File: config.mk
export PLATFORM = sky130hd
export DESIGN_NAME = adc_top
export DESIGN_NICKNAME = d
export VERILOG_FILES = /design/src/common/adc_pkg.sv /design/src/design/adc_top.sv /design/src/design/reg_bank.sv /design/src/integrator/runup_ctrl.sv /design/src/spi/spi_frame_rx.sv
export SDC_FILE = /design/constraint.sdc
export NUM_CORES = 1
export LEC_CHECK = 0
export BUFFER_PORTS_ARGS = -buffer_cell sky130_fd_sc_hd__buf_4
export CAP_MARGIN = 20
export CORE_MARGIN = 10
export CORE_UTILIZATION = 48
export CTS_CLUSTER_DIAMETER = 150
export DETAILED_ROUTE_END_ITERATION = 10
export SYNTH_ARGS = -nofsm -noshare
export SYNTH_HDL_FRONTEND = slang
export SYNTH_SLANG_ARGS = --single-unit
File: constraint.sdc
create_clock -name clk -period 4.8 [get_ports clk]
set_clock_uncertainty 0.15 [all_clocks]
set_input_delay 0.24 -clock clk [delete_from_list [all_inputs] [get_ports clk]]
set_output_delay 0.24 -clock clk [all_outputs]
set_load 0.02 [all_outputs]
File: src/common/adc_pkg.sv
/*
  shared definitions for the multi-slope ADC controller.
  register map, switch codes, phase timing and the bus structs.
*/
package adc_pkg;

  ///////////////////////////////////////////////////////////////////////
  // spi framing and register map.

  // one frame is an address byte followed by a value byte.
  localparam int unsigned FRAME_BITS = 16;

  // writable registers.
  localparam logic [7:0] ADDR_LED      = 8'h07;
  localparam logic [7:0] ADDR_CTRL     = 8'h08;
  localparam logic [7:0] ADDR_SOFT_RST = 8'h0B;

  // read-only result registers, little end first.
  localparam logic [7:0] ADDR_RD_LO  = 8'h10;
  localparam logic [7:0] ADDR_RD_HI  = 8'h11;
  localparam logic [7:0] ADDR_UP_LO  = 8'h12;
  localparam logic [7:0] ADDR_UP_HI  = 8'h13;
  localparam logic [7:0] ADDR_STATUS = 8'h14;

  // led pattern restored by a soft reset.
  localparam logic [3:0] LED_RESET_VAL = 4'b0101;

  ///////////////////////////////////////////////////////////////////////
  // conversion timing, kept short so a simulation finishes quickly.

  localparam int unsigned PHASE_LEN   = 20;
  localparam int unsigned PHASES      = 8;
  localparam int unsigned RUNDOWN_MAX = 200;

  // width of every conversion counter.
  localparam int unsigned CNT_W = 16;

  // integrator input switches, {sig, n, p}.
  localparam logic [2:0] MUX_OFF  = 3'b000;
  localparam logic [2:0] MUX_DOWN = 3'b001;
  localparam logic [2:0] MUX_UP   = 3'b010;

  typedef enum logic [1:0] {
    INIT,
    RUNUP,
    RUNDOWN,
    DONE
  } adc_state_t;

  typedef struct packed {
    logic [7:0] addr;
    logic [7:0] val;
  } spi_frame_t;

  typedef struct packed {
    logic run;
  } adc_config_t;

  typedef struct packed {
    logic [CNT_W-1:0] rundown_count;
    logic [CNT_W-1:0] up_count;
    logic [CNT_W-1:0] down_count;
    logic             overrange;
  } adc_result_t;

endpackage

File: src/design/adc_top.sv
/*
  integrating ADC controller top level.
  spi receiver, register bank and run-up controller.
*/
`timescale 1ns/1ns

module adc_top
  import adc_pkg::*;
(
  input  logic       clk,
  input  logic       rst_n,
  input  logic       spi_sclk,
  input  logic       spi_cs_n,
  input  logic       spi_mosi,
  output logic       spi_miso,
  input  logic       cmp_out,
  output logic [2:0] mux_ctl,
  output logic [2:0] led,
  output logic       result_ready
);

  spi_frame_t            frame;
  logic                  frame_valid;
  logic [FRAME_BITS-1:0] rd_word;
  adc_config_t           cfg;
  adc_result_t           result;
  logic                  done;
  logic [3:0]            led_reg;

  spi_frame_rx spi_frame_rx_inst (
    .clk         (clk),
    .rst_n       (rst_n),
    .sclk        (spi_sclk),
    .cs_n        (spi_cs_n),
    .mosi        (spi_mosi),
    .miso        (spi_miso),
    .rd_word     (rd_word),
    .frame       (frame),
    .frame_valid (frame_valid)
  );

  reg_bank reg_bank_inst (
    .clk          (clk),
    .rst_n        (rst_n),
    .frame        (frame),
    .frame_valid  (frame_valid),
    .rd_word      (rd_word),
    .cfg          (cfg),
    .result       (result),
    .done         (done),
    .led          (led_reg),
    .result_ready (result_ready)
  );

  runup_ctrl runup_ctrl_inst (
    .clk     (clk),
    .rst_n   (rst_n),
    .cfg     (cfg),
    .cmp_out (cmp_out),
    .mux_ctl (mux_ctl),
    .result  (result),
    .done    (done)
  );

  // board has three leds, {b, g, r}.
  assign led = led_reg[2:0];

endmodule

File: src/design/reg_bank.sv
/*
  spi register bank. set/clear/toggle writes, soft reset,
  result latch with read-to-clear status and readback mux.
*/
`timescale 1ns/1ns

module reg_bank
  import adc_pkg::*;
(
  input  logic                  clk,
  input  logic                  rst_n,
  input  spi_frame_t            frame,
  input  logic                  frame_valid,
  output logic [FRAME_BITS-1:0] rd_word,
  output adc_config_t           cfg,
  input  adc_result_t           result,
  input  logic                  done,
  output logic [3:0]            led,
  output logic                  result_ready
);

  logic        run_q;
  logic [7:0]  last_addr;
  logic [7:0]  rd_data;
  logic [3:0]  led_upd;
  logic [3:0]  ctrl_upd;
  adc_result_t result_q;

  // low nibble sets, high nibble clears.
  // a bit named in both nibbles toggles instead.
  function automatic logic [3:0] nibble_update(input logic [3:0] cur, input logic [7:0] val);
    logic [3:0] set_n;
    logic [3:0] clr_n;
    logic [3:0] both;
    set_n = val[3:0];
    clr_n = val[7:4];
    both  = set_n & clr_n;
    if (|both)
      return cur ^ both;
    else
      return (cur | set_n) & ~clr_n;
  endfunction

  assign led_upd  = nibble_update(led, frame.val);
  // ctrl only has the run bit, so it rides in bit 0.
  assign ctrl_upd = nibble_update({3'b000, run_q}, frame.val);

  ///////////////////////////////////////////////////////////////////////
  // register writes and status.

  always_ff @(posedge clk or negedge rst_n)
  begin
    if (!rst_n)
    begin
      led          <= 4'b0000;
      run_q        <= 1'b0;
      last_addr    <= '0;
      result_ready <= 1'b0;
      result_q     <= '0;
    end
    else
    begin
      if (frame_valid)
      begin
        // remembered for the next frame's readback.
        last_addr <= frame.addr;
        case (frame.addr)
          ADDR_LED:
            led <= led_upd;
          ADDR_CTRL:
            run_q <= ctrl_upd[0];
          ADDR_SOFT_RST:
          begin
            led   <= LED_RESET_VAL;
            run_q <= 1'b0;
          end
          ADDR_STATUS:
            result_ready <= 1'b0;
          default:
            ;
        endcase
      end
      // a fresh result wins over a status read in the same cycle.
      if (done)
      begin
        result_q     <= result;
        result_ready <= 1'b1;
      end
    end
  end

  ///////////////////////////////////////////////////////////////////////
  // readback.

  always_comb
  begin
    case (last_addr)
      ADDR_LED:    rd_data = {4'b0000, led};
      ADDR_CTRL:   rd_data = {7'b0000000, run_q};
      ADDR_RD_LO:  rd_data = result_q.rundown_count[7:0];
      ADDR_RD_HI:  rd_data = result_q.rundown_count[15:8];
      ADDR_UP_LO:  rd_data = result_q.up_count[7:0];
      ADDR_UP_HI:  rd_data = result_q.up_count[15:8];
      ADDR_STATUS: rd_data = {6'b000000, result_q.overrange, result_ready};
      default:     rd_data = 8'h00;
    endcase
  end

  assign rd_word = {last_addr, rd_data};
  assign cfg.run = run_q;

endmodule

File: src/integrator/runup_ctrl.sv
/*
  multi-slope run-up and run-down controller.
  steers the integrator switches from the comparator and counts the result.
*/
`timescale 1ns/1ns

module runup_ctrl
  import adc_pkg::*;
(
  input  logic        clk,
  input  logic        rst_n,
  input  adc_config_t cfg,
  input  logic        cmp_out,
  output logic [2:0]  mux_ctl,
  output adc_result_t result,
  output logic        done
);

  logic [2:0] cmp_sync;
  logic       cmp_s;
  logic       cmp_cross;

  adc_state_t       state;
  logic [CNT_W-1:0] cycle_cnt;
  logic [CNT_W-1:0] phase_cnt;
  logic [CNT_W-1:0] up_cnt;
  logic [CNT_W-1:0] down_cnt;
  logic [CNT_W-1:0] rundown_cnt;
  logic [CNT_W-1:0] rundown_next;
  logic             phase_end;
  logic             last_phase;
  logic             rundown_stop;

  ///////////////////////////////////////////////////////////////////////
  // comparator synchronizer.

  always_ff @(posedge clk or negedge rst_n)
  begin
    if (!rst_n)
      cmp_sync <= 3'b000;
    else
      cmp_sync <= {cmp_sync[1:0], cmp_out};
  end

  // level after two flops.
  assign cmp_s = cmp_sync[1];
  // either direction counts as a zero crossing.
  assign cmp_cross = cmp_sync[2] ^ cmp_sync[1];

  assign phase_end    = (cycle_cnt == CNT_W'(PHASE_LEN - 1));
  assign last_phase   = (phase_cnt == CNT_W'(PHASES - 1));
  assign rundown_next = rundown_cnt + 1'b1;
  // stop on the crossing, or give up at the limit.
  assign rundown_stop = cmp_cross || (rundown_next == CNT_W'(RUNDOWN_MAX));

  ///////////////////////////////////////////////////////////////////////
  // state machine.

  always_ff @(posedge clk or negedge rst_n)
  begin
    if (!rst_n)
    begin
      state       <= INIT;
      mux_ctl     <= MUX_OFF;
      cycle_cnt   <= '0;
      phase_cnt   <= '0;
      up_cnt      <= '0;
      down_cnt    <= '0;
      rundown_cnt <= '0;
      done        <= 1'b0;
    end
    else
    begin
      done <= 1'b0;
      case (state)
        INIT:
        begin
          // hold here with the switches open until run is set.
          if (cfg.run)
          begin
            cycle_cnt   <= '0;
            phase_cnt   <= '0;
            up_cnt      <= '0;
            down_cnt    <= '0;
            rundown_cnt <= '0;
            // first phase always goes down.
            mux_ctl     <= MUX_DOWN;
            state       <= RUNUP;
          end
          else
            mux_ctl <= MUX_OFF;
        end

        RUNUP:
        begin
          if (phase_end)
          begin
            cycle_cnt <= '0;
            phase_cnt <= phase_cnt + 1'b1;
            // comparator picks the next direction.
            if (cmp_s)
            begin
              mux_ctl <= MUX_UP;
              up_cnt  <= up_cnt + 1'b1;
            end
            else
            begin
              mux_ctl  <= MUX_DOWN;
              down_cnt <= down_cnt + 1'b1;
            end
            if (last_phase)
            begin
              rundown_cnt <= '0;
              state       <= RUNDOWN;
            end
          end
          else
            cycle_cnt <= cycle_cnt + 1'b1;
        end

        RUNDOWN:
        begin
          // direction from the last phase stays on.
          rundown_cnt <= rundown_next;
          if (rundown_stop)
          begin
            mux_ctl <= MUX_OFF;
            done    <= 1'b1;
            state   <= DONE;
          end
        end

        DONE:
        begin
          if (cfg.run)
            state <= INIT;
        end

        default:
          state <= INIT;
      endcase
    end
  end

  // result is captured together with the done pulse.
  always_ff @(posedge clk)
  begin
    if (state == RUNDOWN && rundown_stop)
    begin
      result.rundown_count <= rundown_next;
      result.up_count      <= up_cnt;
      result.down_count    <= down_cnt;
      result.overrange     <= ~cmp_cross;
    end
  end

endmodule

File: src/spi/spi_frame_rx.sv
/*
  spi mode 0 slave, oversampled in the system clock domain.
  assembles 16-bit frames and shifts out the readback word.
*/
`timescale 1ns/1ns

module spi_frame_rx
  import adc_pkg::*;
(
  input  logic                  clk,
  input  logic                  rst_n,
  input  logic                  sclk,
  input  logic                  cs_n,
  input  logic                  mosi,
  output logic                  miso,
  input  logic [FRAME_BITS-1:0] rd_word,
  output spi_frame_t            frame,
  output logic                  frame_valid
);

  // one extra bit so over-long frames are told apart.
  localparam int unsigned BIT_CNT_W = $clog2(FRAME_BITS) + 1;

  logic [1:0] sclk_sync;
  logic [1:0] cs_sync;
  logic [1:0] mosi_sync;
  logic       sclk_q;
  logic       cs_q;
  logic       sclk_s;
  logic       cs_s;
  logic       mosi_s;
  logic       sclk_rise;
  logic       sclk_fall;
  logic       cs_rise;
  logic       cs_fall;

  logic [BIT_CNT_W-1:0]  bit_cnt;
  logic [FRAME_BITS-1:0] rx_shift;
  logic [FRAME_BITS-1:0] tx_shift;

  ///////////////////////////////////////////////////////////////////////
  // two flop synchronizers, then one more flop for the edge detect.

  always_ff @(posedge clk or negedge rst_n)
  begin
    if (!rst_n)
    begin
      sclk_sync <= 2'b00;
      cs_sync   <= 2'b11;
      mosi_sync <= 2'b00;
      sclk_q    <= 1'b0;
      // idle chip select is high, so no false edge leaving reset.
      cs_q      <= 1'b1;
    end
    else
    begin
      sclk_sync <= {sclk_sync[0], sclk};
      cs_sync   <= {cs_sync[0], cs_n};
      mosi_sync <= {mosi_sync[0], mosi};
      sclk_q    <= sclk_sync[1];
      cs_q      <= cs_sync[1];
    end
  end

  assign sclk_s    = sclk_sync[1];
  assign cs_s      = cs_sync[1];
  assign mosi_s    = mosi_sync[1];
  assign sclk_rise = sclk_s & ~sclk_q;
  assign sclk_fall = ~sclk_s & sclk_q;
  assign cs_rise   = cs_s & ~cs_q;
  assign cs_fall   = ~cs_s & cs_q;

  ///////////////////////////////////////////////////////////////////////
  // bit counter, readback shifter and frame strobe.

  always_ff @(posedge clk or negedge rst_n)
  begin
    if (!rst_n)
    begin
      bit_cnt     <= '0;
      tx_shift    <= '0;
      frame_valid <= 1'b0;
    end
    else
    begin
      frame_valid <= 1'b0;
      if (cs_fall)
      begin
        // new frame, preload the readback word.
        bit_cnt  <= '0;
        tx_shift <= rd_word;
      end
      else if (!cs_s)
      begin
        // saturate so long frames never wrap back to a valid count.
        if (sclk_rise && bit_cnt != '1)
          bit_cnt <= bit_cnt + 1'b1;
        // mode 0, master samples on rise so we move on the fall.
        if (sclk_fall)
          tx_shift <= {tx_shift[FRAME_BITS-2:0], 1'b0};
      end
      // only a frame of exactly the right length is passed on.
      if (cs_rise && bit_cnt == BIT_CNT_W'(FRAME_BITS))
        frame_valid <= 1'b1;
    end
  end

  // msb first, lsb enters at the bottom.
  always_ff @(posedge clk)
  begin
    if (!cs_s && sclk_rise)
      rx_shift <= {rx_shift[FRAME_BITS-2:0], mosi_s};
  end

  assign frame = spi_frame_t'(rx_shift);
  assign miso  = tx_shift[FRAME_BITS-1];

endmodule

==> impl_metrics.py <==
metrics = {
    "sta": {
        "setup_viol": 0,
        "hold_violations": 0,
        "drv_slew": 0,
        "hold_ws_ps": 198,
        "period_needed_ps": 3480,
        "fin_crit_sh": 0.725,
        "finalSetupTns_ps": 0,
        "max_freq_ghz": 0.287,
        "worst_pin_slew_ps": 936,
        "rsz0062_at_grt": "no",
        "relSlewSlack": 0.376,
    },
    "clocking": {
        "clock_path_buffers": 2,
        "clock_sinks": 198,
        "ctsHtreeMaxLevel": 4,
        "cts_tree": "built",
        "holdBufCountCts": 5,
        "clock_latency_ps": 430,
        "cts_resized": 0,
        "root_buffer": "clkbuf_16",
        "post_cts.repair.setup_buffers": 0,
        "clkTransAtPathRegs_ps": 70,
        "cts_buffers": 17,
    },
    "placement": {
        "dpl_cell_area_um2": 9520,
        "hpwlAfterDp_um": 13000,
        "io_buffers": 12,
        "place.gp.congestion": 0.882,
    },
    "floorplan": {
        "dieArea_um2": 25200,
        "dieHeight_um": 159,
        "io_pins": 14,
        "die_w_um": 159,
        "num_rows": 50,
        "core-area_um2": 18800,
        "start_util": 0.490,
    },
    "finish": {
        "syn_to_final_growth_pct": 10.7,
        "multiInputGateArea_um2": 3800,
        "design_area_um2": 10200,
        "reg.largest.list": "reg_bank_inst.result_q: 33 flops, runup_ctrl_inst.result: 33 flops",
        "final_cell_mix": "dfrtp_1 (146), nand2_1 (96), nor2_1 (61)",
        "nets": 840,
        "seq_area_um2": 5200,
        "num_antenna_cells": 0,
        "fillers": 1592,
        "drive_gt1_frac": 0.146,
        "layout_commonest_cell": "dfrtp_1",
    },
    "min_path": {
        "worstHoldPathType": "reg2reg",
    },
    "power_and_ir_drop": {
        "powerDensity_nw_per_um2": 328,
        "power_switching_mw": 0.702,
        "p_comb_frac": 0.025,
        "p_clk_frac": 0.450,
        "ir_worst_vdd_mv": 0.214,
        "seqPwrFrac": 0.525,
        "p_int_mw": 2.65,
        "p_sw_frac": 0.209,
        "leakage_nw": 4.33,
    },
    "critical_path": {
        "slowest_delay_ps": 490,
        "endpoint_kind": "flop",
        "critical_path.cell_chain": "ha_1, and4_1, nand2_4, or4b_4, a32o_1, or3_4, a21boi_4, buf_4",
        "critPathRequiredTime_ps": 4720,
        "r2r_end": "runup_ctrl_inst.result[26]",
        "cp_max_fo": 34,
        "crit_end": "runup_ctrl_inst.result[26]",
        "r2r_start": "runup_ctrl_inst.rundown_cnt[0]",
        "arrival_ps": 3400,
        "r2r_cells": 8,
        "critPathKind": "reg2reg",
        "slowest_stage": "or4b_4",
        "r2r_slack_ps": 1320,
        "cp-startpoint": "runup_ctrl_inst.rundown_cnt[0]",
        "cp-start-kind": "flop",
    },
    "logic_synthesis": {
        "synth_flop_cell": "dfrtp_1",
        "ys_ff_latch": 198,
        "netlist_instances": 821,
        "yosys.cell_types.count": 69,
        "syn_nets": 840,
        "synth.yosys.warnings": 0,
        "ys_seq_area_frac": 0.564,
        "synth-edff-count": 49,
        "async_reset_ff_frac": 0.753,
        "syn_avg_cell_area_um2": 11.2,
        "syn_area_um2": 9230,
    },
    "detailed_routing": {
        "ant_nets": 0,
        "highest_layer": "met4",
        "met2_length_um": 9460,
        "wl_per_cell_um": 17.1,
        "drt_first_pass_iters": 7,
        "via_count": 6118,
        "vias_per_cell": 5.59,
        "routed_wl_um": 18800,
        "routed-wl-met3_um": 593,
        "wl_met1_um": 8550,
        "drc": 0,
        "first_iter_violations": 413,
    },
    "global_route": {
        "grt_start_max_net_pins": 103,
        "grt_pass1_wl_um": 31300,
        "gr-total-overflow": 0,
        "globalRouteTotalUtil": 0.156,
        "antenna_found_initial": 0,
        "grt_pass1_vias": 6082,
    },
    "flow_run": {
        "drv_cap": 0,
    },
    "status": {
        "status": "finished, final reports clean",
    },
}
[stage by stage]
| stage | util | setup WS (ps) | std cells | total power, mW |
|---|---|---|---|---|
| after floorplan | - | 1100 | 821 | 1.83 |
| after global placement | 0.505 | 1420 | 1055 | 1.87 |
| after detailed placement | 0.505 | 1340 | 1055 | 1.87 |
| after CTS | 0.541 | 1310 | 1092 | 3.39 |
| after global routing | 0.543 | 1180 | 1094 | 3.48 |
| final | 0.543 | 1320 | 1094 | 3.35 |
[worst min path at each step]
| stage | slack, ps | to | cells past startpoint | from |
|---|---|---|---|---|
| 2_1_floorplan | -210 | reg_bank_inst.cfg | 0 | rst_n |
| 3_3_place_gp | 190 | runup_ctrl_inst.cmp_sync[1] | 0 | runup_ctrl_inst.cmp_sync[0] |
| 3_5_place_dp | 180 | runup_ctrl_inst.cmp_sync[1] | 0 | runup_ctrl_inst.cmp_sync[0] |
| 4_1_cts | 200 | runup_ctrl_inst.cmp_sync[1] | 0 | runup_ctrl_inst.cmp_sync[0] |
| 5_1_grt | 210 | spi_frame_rx_inst.mosi_sync[1] | 0 | spi_frame_rx_inst.mosi_sync[0] |
| 6_report | 200 | spi_frame_rx_inst.sclk_sync[1] | 0 | spi_frame_rx_inst.sclk_sync[0] |
[layer usage]
layer / global-route usage / up-vias
met5: 0 / -
met1: 0.203 / 3059
met3: 0.0332 / 13
met4: 0.0388 / 0
met2: 0.261 / 115
li1: - / 2931
[cell type report]
| cell class | instances | area share |
|---|---|---|
| clock inverter | 14 | 0.0192 |
| sequential | 198 | 0.509 |
| multi-input combinational | 566 | 0.372 |
| timing repair buffer | 24 | 0.0203 |
| tap | 260 | 0.0318 |
| inverter | 14 | 0.00514 |
| clock buffer | 18 | 0.0420 |
[cell usage after synthesis (6+ instances only)]
library cell / number / area (um2)
a21oi_1: 15 / 75.1
a22o_1: 6 / 52.6
a31oi_1: 6 / 37.5
and2_1: 7 / 43.8
and3_1: 13 / 81.3
buf_4: 6 / 45.0
clkbuf_1: 31 / 116
dfrtp_1: 146 / 3650
edfxtp_1: 49 / 1470
ha_1: 13 / 163
inv_1: 13 / 48.8
mux2_2: 45 / 507
mux2i_1: 16 / 160
mux4_2: 7 / 158
nand2_1: 96 / 360
nand2b_1: 9 / 56.3
nand3_1: 38 / 190
nand4_1: 22 / 138
nor2_1: 62 / 233
nor2b_1: 9 / 56.3
nor3_1: 21 / 105
nor4_1: 9 / 56.3
o21ai_0: 52 / 260
o31ai_1: 8 / 60.1
or3_1: 7 / 43.8
xnor2_1: 24 / 210
xor2_1: 29 / 254
[kinds of logic (layout without fill, tap and decap cells)]
| kind of cell | count (synthesis) | in the layout | synth area share |
|---|---|---|---|
| AND/OR/NAND/NOR | 316 | 316 | 0.171 |
| buffers and inverters | 57 | 70 | 0.0262 |
| multiplexers | 68 | 68 | 0.0893 |
| XOR/XNOR | 53 | 53 | 0.0503 |
| flip-flops | 198 | 198 | 0.564 |
| other | 1 | 1 | 0.000406 |
| adder cells (fa/ha/maj) | 13 | 13 | 0.0176 |
| AO/OA/AOI/OAI | 115 | 115 | 0.0812 |
[critical path, delay by kind of cell, from the launching register on]
kind            cells  cell delay [ps]
compound gates      2              420
fa+ha+maj           1              290
buf+inv             1              390
flops               1              460
simple gates        4             1400
[power by group through the flow]
stage / clock (mW) / combinational (mW) / sequential [mW]
after CTS: 1.54 / 0.0847 / 1.76
after global routing: 1.62 / 0.0979 / 1.76
after global placement: 0 / 0.0781 / 1.79
after floorplan: 0 / 0.0419 / 1.79
final: 1.51 / 0.0832 / 1.76
after detailed placement: 0 / 0.0809 / 1.79
Power figures use the tool's default switching activity.
